File: src/clk_ctrl_pkg.sv
package clk_ctrl_pkg;

	// --------------------
	// Comparator clock phase
	// --------------------

	// Code from the slow-control register
	localparam int CMP_CODE_W          = 5;
	localparam int CMP_TABLE_SIZE      = 32;
	// One 25 ns period at 1/56 of the 960 MHz VCO period
	localparam int CMP_STEPS_PER_CYCLE = 1344;
	// Holds 0 to 1344
	localparam int PHASE_W             = 11;

	// --------------------
	// Sampling clock and resync
	// --------------------

	localparam int SAMP_CODE_W  = 3;
	// Sampling PLL reset length in CLK40 cycles
	localparam int RST_PIPE_LEN = 8;
	// 40 MHz down to the 1 us tick
	localparam int TICK_DIV     = 40;
	localparam int TICK_W       = 6;
	// Resync holdoff, in ticks
	localparam int HOLDOFF_US   = 100;
	localparam int HOLDOFF_W    = 8;

	// Phase shift sequencer states
	typedef enum logic [2:0]
	{
		ST_IDLE      = 3'd0,
		ST_WAIT_LOCK = 3'd1,
		ST_PULSE     = 3'd2,
		ST_WAIT_DONE = 3'd3,
		ST_ACK       = 3'd4
	} phs_state_t;

	// Code i to fine step, i*1344/31 rounded to nearest
	// Code 31 lands on a full period
	function automatic logic [PHASE_W-1:0] cmp_phase_of(input logic [CMP_CODE_W-1:0] code);
		int unsigned num;
		num = int'(code) * CMP_STEPS_PER_CYCLE * 2 + (CMP_TABLE_SIZE - 1);
		return PHASE_W'(num / (2 * (CMP_TABLE_SIZE - 1)));
	endfunction

endpackage

File: src/resync_ctrl.sv
`timescale 1ns/1ps

module resync_ctrl
(
	input  logic                                CLK40,
	input  logic                                RST,
	input  logic                                resync,
	input  logic                                samp_clk_phs_chng,
	input  logic [clk_ctrl_pkg::SAMP_CODE_W-1:0] samp_clk_phase,
	output logic                                lead_edge_resync,
	output logic                                cap_phase,
	output logic                                samp_mmcm_rst,
	output logic                                samp_in_sel,
	output logic                                dsr_resync
);

	import clk_ctrl_pkg::*;

	logic                    resync_d1;
	logic                    lead_edge_d1;
	// Reset release delay, preset high
	logic                    rst_d1;
	logic                    rst_d2;
	logic                    trl_edge_rst;
	logic [RST_PIPE_LEN-1:0] rst_pipe;
	logic                    clk20_phase;
	logic                    c20_phase_sel;
	logic [TICK_W-1:0]       tick_cnt;
	logic                    tick;
	logic [HOLDOFF_W-1:0]    ho_tmr;
	logic                    clr_ho;

	// --------------------
	// Edge detection
	// --------------------

	// One cycle per resync rise
	assign lead_edge_resync = resync & ~resync_d1;
	// Two cycles wide after reset falls
	assign trl_edge_rst = ~RST & rst_d2;

	always_ff @(posedge CLK40 or posedge RST)
	begin
		if (RST)
		begin
			resync_d1    <= 1'b0;
			lead_edge_d1 <= 1'b0;
			rst_d1       <= 1'b1;
			rst_d2       <= 1'b1;
			cap_phase    <= 1'b0;
			rst_pipe     <= '0;
		end
		else
		begin
			resync_d1    <= resync;
			lead_edge_d1 <= lead_edge_resync;
			rst_d1       <= 1'b0;
			rst_d2       <= rst_d1;
			// Capture strobe, held two cycles on resync
			cap_phase    <= lead_edge_resync | lead_edge_d1 | trl_edge_rst | samp_clk_phs_chng;
			rst_pipe     <= {rst_pipe[RST_PIPE_LEN-2:0], cap_phase};
		end
	end

	// Sampling PLL held in reset across the capture
	assign samp_mmcm_rst = |rst_pipe;

	// --------------------
	// 20 MHz half phase
	// --------------------

	always_ff @(posedge CLK40 or posedge RST)
	begin
		if (RST)
		begin
			clk20_phase   <= 1'b0;
			c20_phase_sel <= 1'b0;
		end
		else
		begin
			// Realigned to the resync edge
			if (lead_edge_resync)
				clk20_phase <= 1'b0;
			else
				clk20_phase <= ~clk20_phase;
			if (cap_phase)
				c20_phase_sel <= clk20_phase;
		end
	end

	// Top code bit flips the 20 MHz input
	assign samp_in_sel = samp_clk_phase[2] ^ c20_phase_sel;

	// --------------------
	// Holdoff timer
	// --------------------

	assign tick   = (tick_cnt == TICK_W'(TICK_DIV - 1));
	assign clr_ho = (ho_tmr == HOLDOFF_W'(HOLDOFF_US));

	always_ff @(posedge CLK40 or posedge RST)
	begin
		if (RST)
		begin
			tick_cnt   <= '0;
			ho_tmr     <= '0;
			dsr_resync <= 1'b0;
		end
		else
		begin
			// Free running 1 us divider
			if (tick)
				tick_cnt <= '0;
			else
				tick_cnt <= tick_cnt + 1'b1;
			// New capture restarts the holdoff
			if (cap_phase)
				dsr_resync <= 1'b1;
			else if (clr_ho)
				dsr_resync <= 1'b0;
			if (cap_phase || !dsr_resync)
				ho_tmr <= '0;
			else if (tick)
				ho_tmr <= ho_tmr + 1'b1;
		end
	end

endmodule

File: src/cmp_phase_tracker.sv
`timescale 1ns/1ps

module cmp_phase_tracker
(
	input  logic                               CLK40,
	input  logic                               RST,
	input  logic                               cmp_phs_jtag_rst,
	input  logic [clk_ctrl_pkg::CMP_CODE_W-1:0] cmp_clk_phase,
	input  logic                               step_ack,
	output logic                               cmp_phs_rst,
	output logic [clk_ctrl_pkg::PHASE_W-1:0]    cmp_phase_target,
	output logic [clk_ctrl_pkg::PHASE_W-1:0]    cmp_phase_cur,
	output logic                               step_req,
	output logic                               step_inc,
	output logic                               cmp_phs_change
);

	import clk_ctrl_pkg::*;

	// First stage of the change flag
	logic cmp_phs_chg_m1;
	logic phase_differs;
	logic phase_above;

	// PLL restarts at phase 0 on either reset
	assign cmp_phs_rst = RST | cmp_phs_jtag_rst;

	assign phase_differs = (cmp_phase_target != cmp_phase_cur);
	assign phase_above   = (cmp_phase_target > cmp_phase_cur);

	// --------------------
	// Target lookup
	// --------------------

	always_ff @(posedge CLK40 or posedge cmp_phs_rst)
	begin
		if (cmp_phs_rst)
			cmp_phase_target <= '0;
		else
			cmp_phase_target <= cmp_phase_of(cmp_clk_phase);
	end

	// --------------------
	// Step requests
	// --------------------

	// Request only from a fully closed handshake
	// Retarget takes effect on the next request
	always_ff @(posedge CLK40 or posedge cmp_phs_rst)
	begin
		if (cmp_phs_rst)
		begin
			step_req      <= 1'b0;
			step_inc      <= 1'b0;
			cmp_phase_cur <= '0;
		end
		else
		begin
			if (!step_req && !step_ack)
			begin
				if (phase_differs)
				begin
					step_req <= 1'b1;
					// Direction frozen for this step
					step_inc <= phase_above;
				end
			end
			else if (step_req && step_ack)
			begin
				// PLL has moved one step
				if (step_inc)
					cmp_phase_cur <= cmp_phase_cur + 1'b1;
				else
					cmp_phase_cur <= cmp_phase_cur - 1'b1;
				step_req <= 1'b0;
			end
		end
	end

	// --------------------
	// Change flag
	// --------------------

	// Two registers so the flag settles behind the target
	always_ff @(posedge CLK40 or posedge cmp_phs_rst)
	begin
		if (cmp_phs_rst)
		begin
			cmp_phs_chg_m1 <= 1'b0;
			cmp_phs_change <= 1'b0;
		end
		else
		begin
			cmp_phs_chg_m1 <= phase_differs;
			cmp_phs_change <= cmp_phs_chg_m1;
		end
	end

endmodule

File: src/dyn_phase_shift_fsm.sv
`timescale 1ns/1ps

module dyn_phase_shift_fsm
(
	input  logic                     CLK40,
	input  logic                     phs_rst,
	input  logic                     mmcm_locked,
	input  logic                     step_req,
	input  logic                     step_inc,
	input  logic                     ps_done,
	output logic                     step_ack,
	output logic                     psen,
	output logic                     phs_busy,
	output clk_ctrl_pkg::phs_state_t phs_state
);

	import clk_ctrl_pkg::*;

	phs_state_t state;
	// Direction seen when the request was taken
	logic       inc_q;

	assign phs_state = state;

	// --------------------
	// Step sequencer
	// --------------------

	always_ff @(posedge CLK40 or posedge phs_rst)
	begin
		if (phs_rst)
		begin
			state    <= ST_IDLE;
			inc_q    <= 1'b0;
			psen     <= 1'b0;
			step_ack <= 1'b0;
			phs_busy <= 1'b0;
		end
		else
		begin
			case (state)
				ST_IDLE:
				begin
					if (step_req)
					begin
						inc_q <= step_inc;
						// Pulse right away when locked
						if (mmcm_locked)
						begin
							state    <= ST_PULSE;
							psen     <= 1'b1;
							phs_busy <= 1'b1;
						end
						else
							state <= ST_WAIT_LOCK;
					end
				end
				ST_WAIT_LOCK:
				begin
					// Direction moved before the pulse, take the request again
					if (step_inc != inc_q)
						state <= ST_IDLE;
					else if (mmcm_locked)
					begin
						state    <= ST_PULSE;
						psen     <= 1'b1;
						phs_busy <= 1'b1;
					end
				end
				ST_PULSE:
				begin
					// PSEN is one cycle wide
					psen  <= 1'b0;
					state <= ST_WAIT_DONE;
				end
				ST_WAIT_DONE:
				begin
					if (ps_done)
					begin
						step_ack <= 1'b1;
						state    <= ST_ACK;
					end
				end
				ST_ACK:
				begin
					// Close the four-phase handshake
					if (!step_req)
					begin
						step_ack <= 1'b0;
						phs_busy <= 1'b0;
						state    <= ST_IDLE;
					end
				end
				default:
				begin
					state <= ST_IDLE;
				end
			endcase
		end
	end

endmodule

File: src/clock_ctrl_top.sv
`timescale 1ns/1ps

module clock_ctrl_top
(
	input  logic                                CLK40,
	input  logic                                RST,
	input  logic                                resync,
	input  logic                                samp_clk_phs_chng,
	input  logic [clk_ctrl_pkg::SAMP_CODE_W-1:0] samp_clk_phase,
	input  logic [clk_ctrl_pkg::CMP_CODE_W-1:0]  cmp_clk_phase,
	input  logic                                cmp_phs_jtag_rst,
	input  logic                                mmcm_locked,
	input  logic                                ps_done,
	output logic                                lead_edge_resync,
	output logic                                cap_phase,
	output logic                                samp_mmcm_rst,
	output logic                                samp_in_sel,
	output logic                                dsr_resync,
	output logic                                cmp_phs_rst,
	output logic [clk_ctrl_pkg::PHASE_W-1:0]     cmp_phase_target,
	output logic [clk_ctrl_pkg::PHASE_W-1:0]     cmp_phase_cur,
	output logic                                step_req,
	output logic                                step_inc,
	output logic                                cmp_phs_change,
	output logic                                step_ack,
	output logic                                psen,
	output logic                                phs_busy,
	output clk_ctrl_pkg::phs_state_t            phs_state,
	output logic                                psincdec
);

	// Direction to the PLL phase port
	assign psincdec = step_inc;

	// Sampling clock side
	resync_ctrl u_resync_ctrl
	(
		.CLK40             (CLK40),
		.RST               (RST),
		.resync            (resync),
		.samp_clk_phs_chng (samp_clk_phs_chng),
		.samp_clk_phase    (samp_clk_phase),
		.lead_edge_resync  (lead_edge_resync),
		.cap_phase         (cap_phase),
		.samp_mmcm_rst     (samp_mmcm_rst),
		.samp_in_sel       (samp_in_sel),
		.dsr_resync        (dsr_resync)
	);

	// Comparator clock side
	cmp_phase_tracker u_cmp_phase_tracker
	(
		.CLK40            (CLK40),
		.RST              (RST),
		.cmp_phs_jtag_rst (cmp_phs_jtag_rst),
		.cmp_clk_phase    (cmp_clk_phase),
		.step_ack         (step_ack),
		.cmp_phs_rst      (cmp_phs_rst),
		.cmp_phase_target (cmp_phase_target),
		.cmp_phase_cur    (cmp_phase_cur),
		.step_req         (step_req),
		.step_inc         (step_inc),
		.cmp_phs_change   (cmp_phs_change)
	);

	// Sequencer shares the PLL phase reset
	dyn_phase_shift_fsm u_dyn_phase_shift_fsm
	(
		.CLK40       (CLK40),
		.phs_rst     (cmp_phs_rst),
		.mmcm_locked (mmcm_locked),
		.step_req    (step_req),
		.step_inc    (step_inc),
		.ps_done     (ps_done),
		.step_ack    (step_ack),
		.psen        (psen),
		.phs_busy    (phs_busy),
		.phs_state   (phs_state)
	);

endmodule

File: config.mk
export PLATFORM = sky130hd
export DESIGN_NAME = clock_ctrl_top
export DESIGN_NICKNAME = d
export VERILOG_FILES = /design/src/clk_ctrl_pkg.sv /design/src/resync_ctrl.sv /design/src/cmp_phase_tracker.sv /design/src/dyn_phase_shift_fsm.sv /design/src/clock_ctrl_top.sv
export SDC_FILE = /design/constraint.sdc
export NUM_CORES = 1
export LEC_CHECK = 0
export BUFFER_PORTS_ARGS = -buffer_cell sky130_fd_sc_hd__buf_2
export CELL_PAD_IN_SITES_DETAIL_PLACEMENT = 0
export CELL_PAD_IN_SITES_GLOBAL_PLACEMENT = 2
export CORE_ASPECT_RATIO = 1.2
export CORE_MARGIN = 3
export CORE_UTILIZATION = 34
export DETAILED_ROUTE_END_ITERATION = 6
export GPL_TIMING_DRIVEN = 0
export HOLD_SLACK_MARGIN = 0.08
export PLACE_DENSITY = 0.87
export SYNTH_ARGS = -nofsm -noshare
export SYNTH_HDL_FRONTEND = slang
export SYNTH_SLANG_ARGS = --single-unit
File: constraint.sdc
create_clock -name CLK40 -period 2.57 [get_ports CLK40]
set_input_delay 0.1285 -clock CLK40 [delete_from_list [all_inputs] [get_ports CLK40]]
set_output_delay 0.1285 -clock CLK40 [all_outputs]
set_load 0.02 [all_outputs]
Word-level counts from Yosys, hierarchy flattened
Cells that the tools add are included.
{ "word_totals": {"register_bits": 63, "inputBits": 15, "wordCells": 105} }
{ "op_classes": {"n_addsub": 5, "n_mul": 1, "div": 1, "n_lt_le_gt_ge": 1, "n_eq_ne": 14, "n_mux": 28, "bitwise_logic": 11, "reduce_logical": 22} }
{ "op_table": {"columns": ["operator", "n"], "rows": [
  ["$add A32 B6 Y32 const B", 1],
  ["$div A32 B6 Y32 const B", 1],
  ["$mux W8", 2],
  ["$mux W3", 5],
  ["$pmux W3 S5", 1],
  ["$mux W1", 14],
  ["$add A11 B1 Y11 const B", 1],
  ["$gt A11 B11 Y1", 1],
  ["$mux W11", 1],
  ["$ne A11 B11 Y1", 1],
  ["$sub A11 B1 Y11 const B", 1],
  ["$mul A5 B5 Y10 const B", 1],
  ["$add A8 B1 Y8 const B", 1],
  ["$eq A8 B7 Y1 const B", 1],
  ["$ne A2 B2 Y1 const B", 4],
  ["$reduce_and A2 Y1", 4],
  ["$reduce_and A4 Y1", 2],
  ["$reduce_bool A2 Y1", 4],
  ["$reduce_or A8 Y1", 1],
  ["$add A6 B1 Y6 const B", 1],
  ["$eq A3 B2 Y1 const B", 2],
  ["$eq A6 B6 Y1 const B", 1],
  ["$mux W6", 1],
  ["$pmux W1 S3", 2],
  ["other kinds (17)", 29]
]} }

Depth between registers and ports, before layout
{ "depth": {"word_depth": 5, "mapped_depth": 53, "ltp_nobuf": 50} }

By module
Synthesis repeated with hierarchy kept, for this count alone.
{ "hier_totals": {"hier_cells": 709, "area_unflattened_um2": 6167.2} }
{ "modules_own_cells": {"columns": ["module", "instances", "cells_per_inst", "area_per_inst_um2"], "rows": [
  ["cmp_phase_tracker", 1, 563, 4533.1],
  ["resync_ctrl", 1, 106, 1226.2],
  ["dyn_phase_shift_fsm", 1, 39, 400.4],
  ["clock_ctrl_top", 1, 1, 7.5]
]} }

Least setup slack after synthesis
Ideal clock, no wire load.
{ "synth_path": {"path_kind": "input -> register", "from": "input port cmp_clk_phase[1] in the netlist's numbering", "to": "register u_cmp_phase_tracker.cmp_phase_target[0] in the netlist's numbering", "setup_ns": 0.138, "arrival_ns": 10.291, "setup_slack_ns": -7.859, "stages": 50, "cell_sequence": "ha_1 xnor2_1 inv_1 ha_1 a31o_2 a31oi_1 xnor2_1 a2111oi_0 nand3_1 a311o_1 o22ai_2 mux2i_1 nor4_1 o31ai_1 ha_1 nand3_1 o211ai_1 o21ai_0 [14 not listed] ha_1 inv_1 nor3b_1 a32oi_1 o21ai_0 a211o_4 clkinv_4 ha_1 nand2_1 a32o_2 nand3_4 inv_2 ha_1 and3b_1 and4_1 mux2i_1 a32oi_1 or4b_1"} }
{ "synth_via": {"elab_chain_len": 3} }
{ "synth_rtl": {"columns": ["item", "line", "text"], "rows": [
  ["start: declaration", "clock_ctrl_top.sv:10", "input logic [clk_ctrl_pkg::CMP_CODE_W-1:0] cmp_clk_phase,"],
  ["$mul A5 B5 Y10", "clk_ctrl_pkg.sv:43", "num = int'(code) * CMP_STEPS_PER_CYCLE * 2 + (CMP_TABLE_SIZE - 1);"],
  ["$add A32 B6 Y32", "clk_ctrl_pkg.sv:43", null],
  ["$div A32 B6 Y32", "clk_ctrl_pkg.sv:44", "return PHASE_W'(num / (2 * (CMP_TABLE_SIZE - 1)));"],
  ["end signal: assignment", "cmp_phase_tracker.sv:40", "cmp_phase_target <= cmp_phase_of(cmp_clk_phase);"],
  ["end: declaration", "cmp_phase_tracker.sv:11", "output logic [clk_ctrl_pkg::PHASE_W-1:0] cmp_phase_target,"]
]} }
Every way passes these cells.
A chain may end at the register's enable or synchronous reset.

Worst setup path after layout
{ "layout_path": {"from": "input port cmp_clk_phase[0] in the netlist's numbering", "to": "register u_cmp_phase_tracker.cmp_phase_target[0] in the netlist's numbering"} }
Same word-level chain as after synthesis.

==> flow_metrics.env <==
export IMPL_antenna_found_initial=0
export IMPL_yosys_area_top_type="dfrtp_1"
export IMPL_leakage_nw=3.50
export IMPL_status="complete, but fails checks"
export IMPL_synth_edf_count=0
export IMPL_cts_buffers=9
export IMPL_crit_path_top_delay_cell="or4b_1"
export IMPL_gp_congestion=0.851
export IMPL_ys_warn_count=0
export IMPL_crit_buf_inv=8
export IMPL_top_level_ports=53
export IMPL_ys_ff_latch=63
export IMPL_finalPower_mw=12.0
export IMPL_netlist_instances=672
export IMPL_initial_utilization=0.350
export IMPL_comb_power_share=0.775
export IMPL_hp_class="in -> reg"
export IMPL_overflow=0
export IMPL_cp_arrival_ps=9260
export IMPL_tightestPinTransition_ps=1120
export IMPL_ant_nets=0
export IMPL_final_util=0.510
export IMPL_cts_sinks=63
export IMPL_dr_pass1_iters=5
export IMPL_path_max_fanout=4
export IMPL_path_delay_family="compound AO/OA/AOI/OAI gates"
export IMPL_p_clk_frac=0.102
export IMPL_worstSetupStartpointType="input port"
export IMPL_rsz0062_at_grt="yes"
export IMPL_power_net_switching_mw=5.83
export IMPL_fin_nets=897
export IMPL_finalCritPeriodShare=3.53
export IMPL_grt_pass1_wl_um=28100
export IMPL_numPortBuffers=50
export IMPL_drive_above_1_share=0.380
export IMPL_hold_viol=0
export IMPL_track_usage=0.180
export IMPL_cts_buffer_depth=2
export IMPL_async_flop_share=1.00
export IMPL_required_ps=2750
export IMPL_violations="negative setup slack"
export IMPL_fmax_mhz=110
export IMPL_crit_top_cell="ha_4"
export IMPL_cts_root_buf="clkbuf_16"
export IMPL_slowest_delay_ps=500
export IMPL_synth_top_area_frac=0.267
export IMPL_drc_errors=0
export IMPL_p_sw_frac=0.484
export IMPL_num_rows=51
export IMPL_clk_pin_slew_ps=60
export IMPL_power_share_sequential=0.123
export IMPL_num_vias=5800
export IMPL_dp_cells=935
export IMPL_wl_um=17000
export IMPL_synthTopCellsByCount="dfrtp_1, nand2_1, nor2_1, a21oi_1, ha_1"
export IMPL_drv_cap=0
export IMPL_dp_slack_ps=-8410
export IMPL_clock_skew_ps=8.46
export IMPL_area_delta_synth_final_pct=45.8
export IMPL_drv_slew=0
export IMPL_synth_area_um2=5720
export IMPL_grt_pass1_vias=5787
export IMPL_setup_ws_ps=-6500
export IMPL_worst_setup_path_type="in -> reg"
export IMPL_nFillCells=1531
export IMPL_cts_htree_levels=3
export IMPL_cts_tree="done"
export IMPL_core_um2=16300
export IMPL_synth_distinct_cells=94
export IMPL_synth_nets=730
export IMPL_dieArea_um2=18400
export IMPL_die_w_um=124
export IMPL_drt_iter0_markers=324
export IMPL_insertion_delay_ps=320
export IMPL_fin_cells=1056
export IMPL_yosysSeqAreaShare=0.276
export IMPL_pwr_density_cell_nw_per_um2=1440
export IMPL_die_height_um=148
export IMPL_yosys_top_cells_area="dfrtp_1, ha_1, xnor2_1"
export IMPL_setup_violations_final=9
export IMPL_internal_power_mw=6.21
export IMPL_wl_per_cell_um=16.1
export IMPL_max_slew_margin=0.252
export IMPL_avgSynthCellArea_um2=8.51
export IMPL_grt_max_degree=32
export IMPL_setup_tns_final_ps=-33900
export IMPL_routed_via_density=5.49
export IMPL_dp_final_hpwl_um=11900
export IMPL_yosysMostFrequentCell="dfrtp_1"
export IMPL_finalCriticalPeriod_ps=9070
export IMPL_ys_flop_type="dfrtp_1"
export IMPL_cp_end_kind="flop"
export IMPL_diodes=0
export IMPL_peakVddDrop_uv=502
[registers in the layout, indices dropped and copies added, names as in the netlist]
name,count
u_cmp_phase_tracker.cmp_phase_cur,11
u_cmp_phase_tracker.cmp_phase_target,11
u_cmp_phase_tracker.cmp_phs_change,1
u_cmp_phase_tracker.cmp_phs_chg_m1,1
u_cmp_phase_tracker.step_inc,1
u_cmp_phase_tracker.step_req,1
u_dyn_phase_shift_fsm.inc_q,1
u_dyn_phase_shift_fsm.phs_busy,1
u_dyn_phase_shift_fsm.phs_state,3
u_dyn_phase_shift_fsm.psen,1
u_dyn_phase_shift_fsm.step_ack,1
u_resync_ctrl.c20_phase_sel,1
u_resync_ctrl.cap_phase,1
u_resync_ctrl.clk20_phase,1
u_resync_ctrl.dsr_resync,1
u_resync_ctrl.ho_tmr,8
u_resync_ctrl.lead_edge_d1,1
u_resync_ctrl.resync_d1,1
u_resync_ctrl.rst_d1,1
u_resync_ctrl.rst_d2,1
u_resync_ctrl.rst_pipe,8
u_resync_ctrl.tick_cnt,6
[cell type report]
class / count / area [um^2] / area share
sequential: 63 / 1580 / 0.190
tap: 212 / 265 / 0.0318
buffer: 16 / 100 / 0.0120
inverter: 43 / 200 / 0.0240
clock inverter: 3 / 40.0 / 0.00480
clock buffer: 13 / 270 / 0.0324
multi-input combinational: 548 / 4700 / 0.565
timing repair buffer: 158 / 1170 / 0.141
[placed cells by master (no fill, tap or decap), types with 8 or more instances in the layout]
cell       instances
buf_4             90
dfrtp_1           59
nand2_1           50
buf_2             47
nor2_1            44
o21ai_0           31
inv_1             30
a21oi_1           30
ha_1              22
nand3_1           21
xnor2_1           21
ha_4              18
buf_6             17
xor2_1            15
nand4_1           14
nor3_1            12
a31oi_1           12
a21oi_2           12
nor2b_1           10
nand2b_1           9
clkbuf_1           9
and3_1             9
clkbuf_16          9
o211ai_1           8
a21o_1             8
mux2i_1            8
[final timing paths]
| check | start | endpoint | slack [ps] | depth (start not counted) |
|---|---|---|---|---|
| min in group asynchronous | RST | u_dyn_phase_shift_fsm.phs_busy | 450 | 4 |
| min reg2reg | u_resync_ctrl.rst_d1 | u_resync_ctrl.rst_d2 | 360 | 0 |
| max reg2reg | u_cmp_phase_tracker.step_inc | u_cmp_phase_tracker.cmp_phase_cur[10] | 60 | 14 |
| max | cmp_clk_phase[0] | u_cmp_phase_tracker.cmp_phase_target[0] | -6500 | 51 |
| max in group asynchronous | cmp_phs_jtag_rst | u_cmp_phase_tracker.cmp_phase_target[6] | 1080 | 4 |
| min | mmcm_locked | u_dyn_phase_shift_fsm.phs_busy | 140 | 3 |
[metrics by stage]
| stage | area (um^2) | hold slack (ps) |
|---|---|---|
| after floorplan | 6060 | 160 |
| after global placement | 6570 | 248 |
| after detailed placement | 6610 | 200 |
| after CTS | 7990 | 132 |
| after global routing | 8330 | 164 |
| final | 8330 | 142 |
[worst register-to-register path: cells and delay by family, from the launching register on]
kind / cells / cell delay (ps)
AO/OA/AOI/OAI: 7 / 910
adder cells (fa/ha/maj): 1 / 410
AND/OR/NAND/NOR: 3 / 240
flip-flops: 1 / 390
buffers and inverters: 1 / 170
XOR/XNOR: 2 / 270
[layer usage]
layer / GRT usage / routed length (um) / part of all wire
met1: 0.221 / 7310 / 0.43
met2: 0.334 / 8860 / 0.52
met3: 0.0184 / 534 / 0.031
met4: 0.0493 / 332 / 0.019
met5: 0 / 0 / 0
[kinds of logic after synthesis]
kind of cell,Yosys count,synth area share
muxes,24,0.0468
buffers and inverters,61,0.0440
adders and majority gates,44,0.0974
DFF,63,0.276
other,2,0.00131
AOI/OAI and AO/OA,193,0.236
and+or+nand+nor,238,0.219
xor gates and xnor gates,47,0.0794
[timing repair]
action,4_1_cts,5_1_grt
pin swaps,51,52
setup buffers,78,26
endpoints found under the setup margin,13,13
hold buffers,5,0
resized for setup,91,35
hold endpoints to repair,14,0
[power groups by stage]
stage / Clock, mW / Sequential, mW / Combinational, mW
global placement: 0 / 1.50 / 7.09
finish: 1.22 / 1.48 / 9.34
global route: 1.31 / 1.51 / 10.2
CTS: 1.25 / 1.48 / 8.61
floorplan: 0 / 1.68 / 5.43
detailed placement: 0 / 1.50 / 7.21
Power figures use the tool's default switching activity.
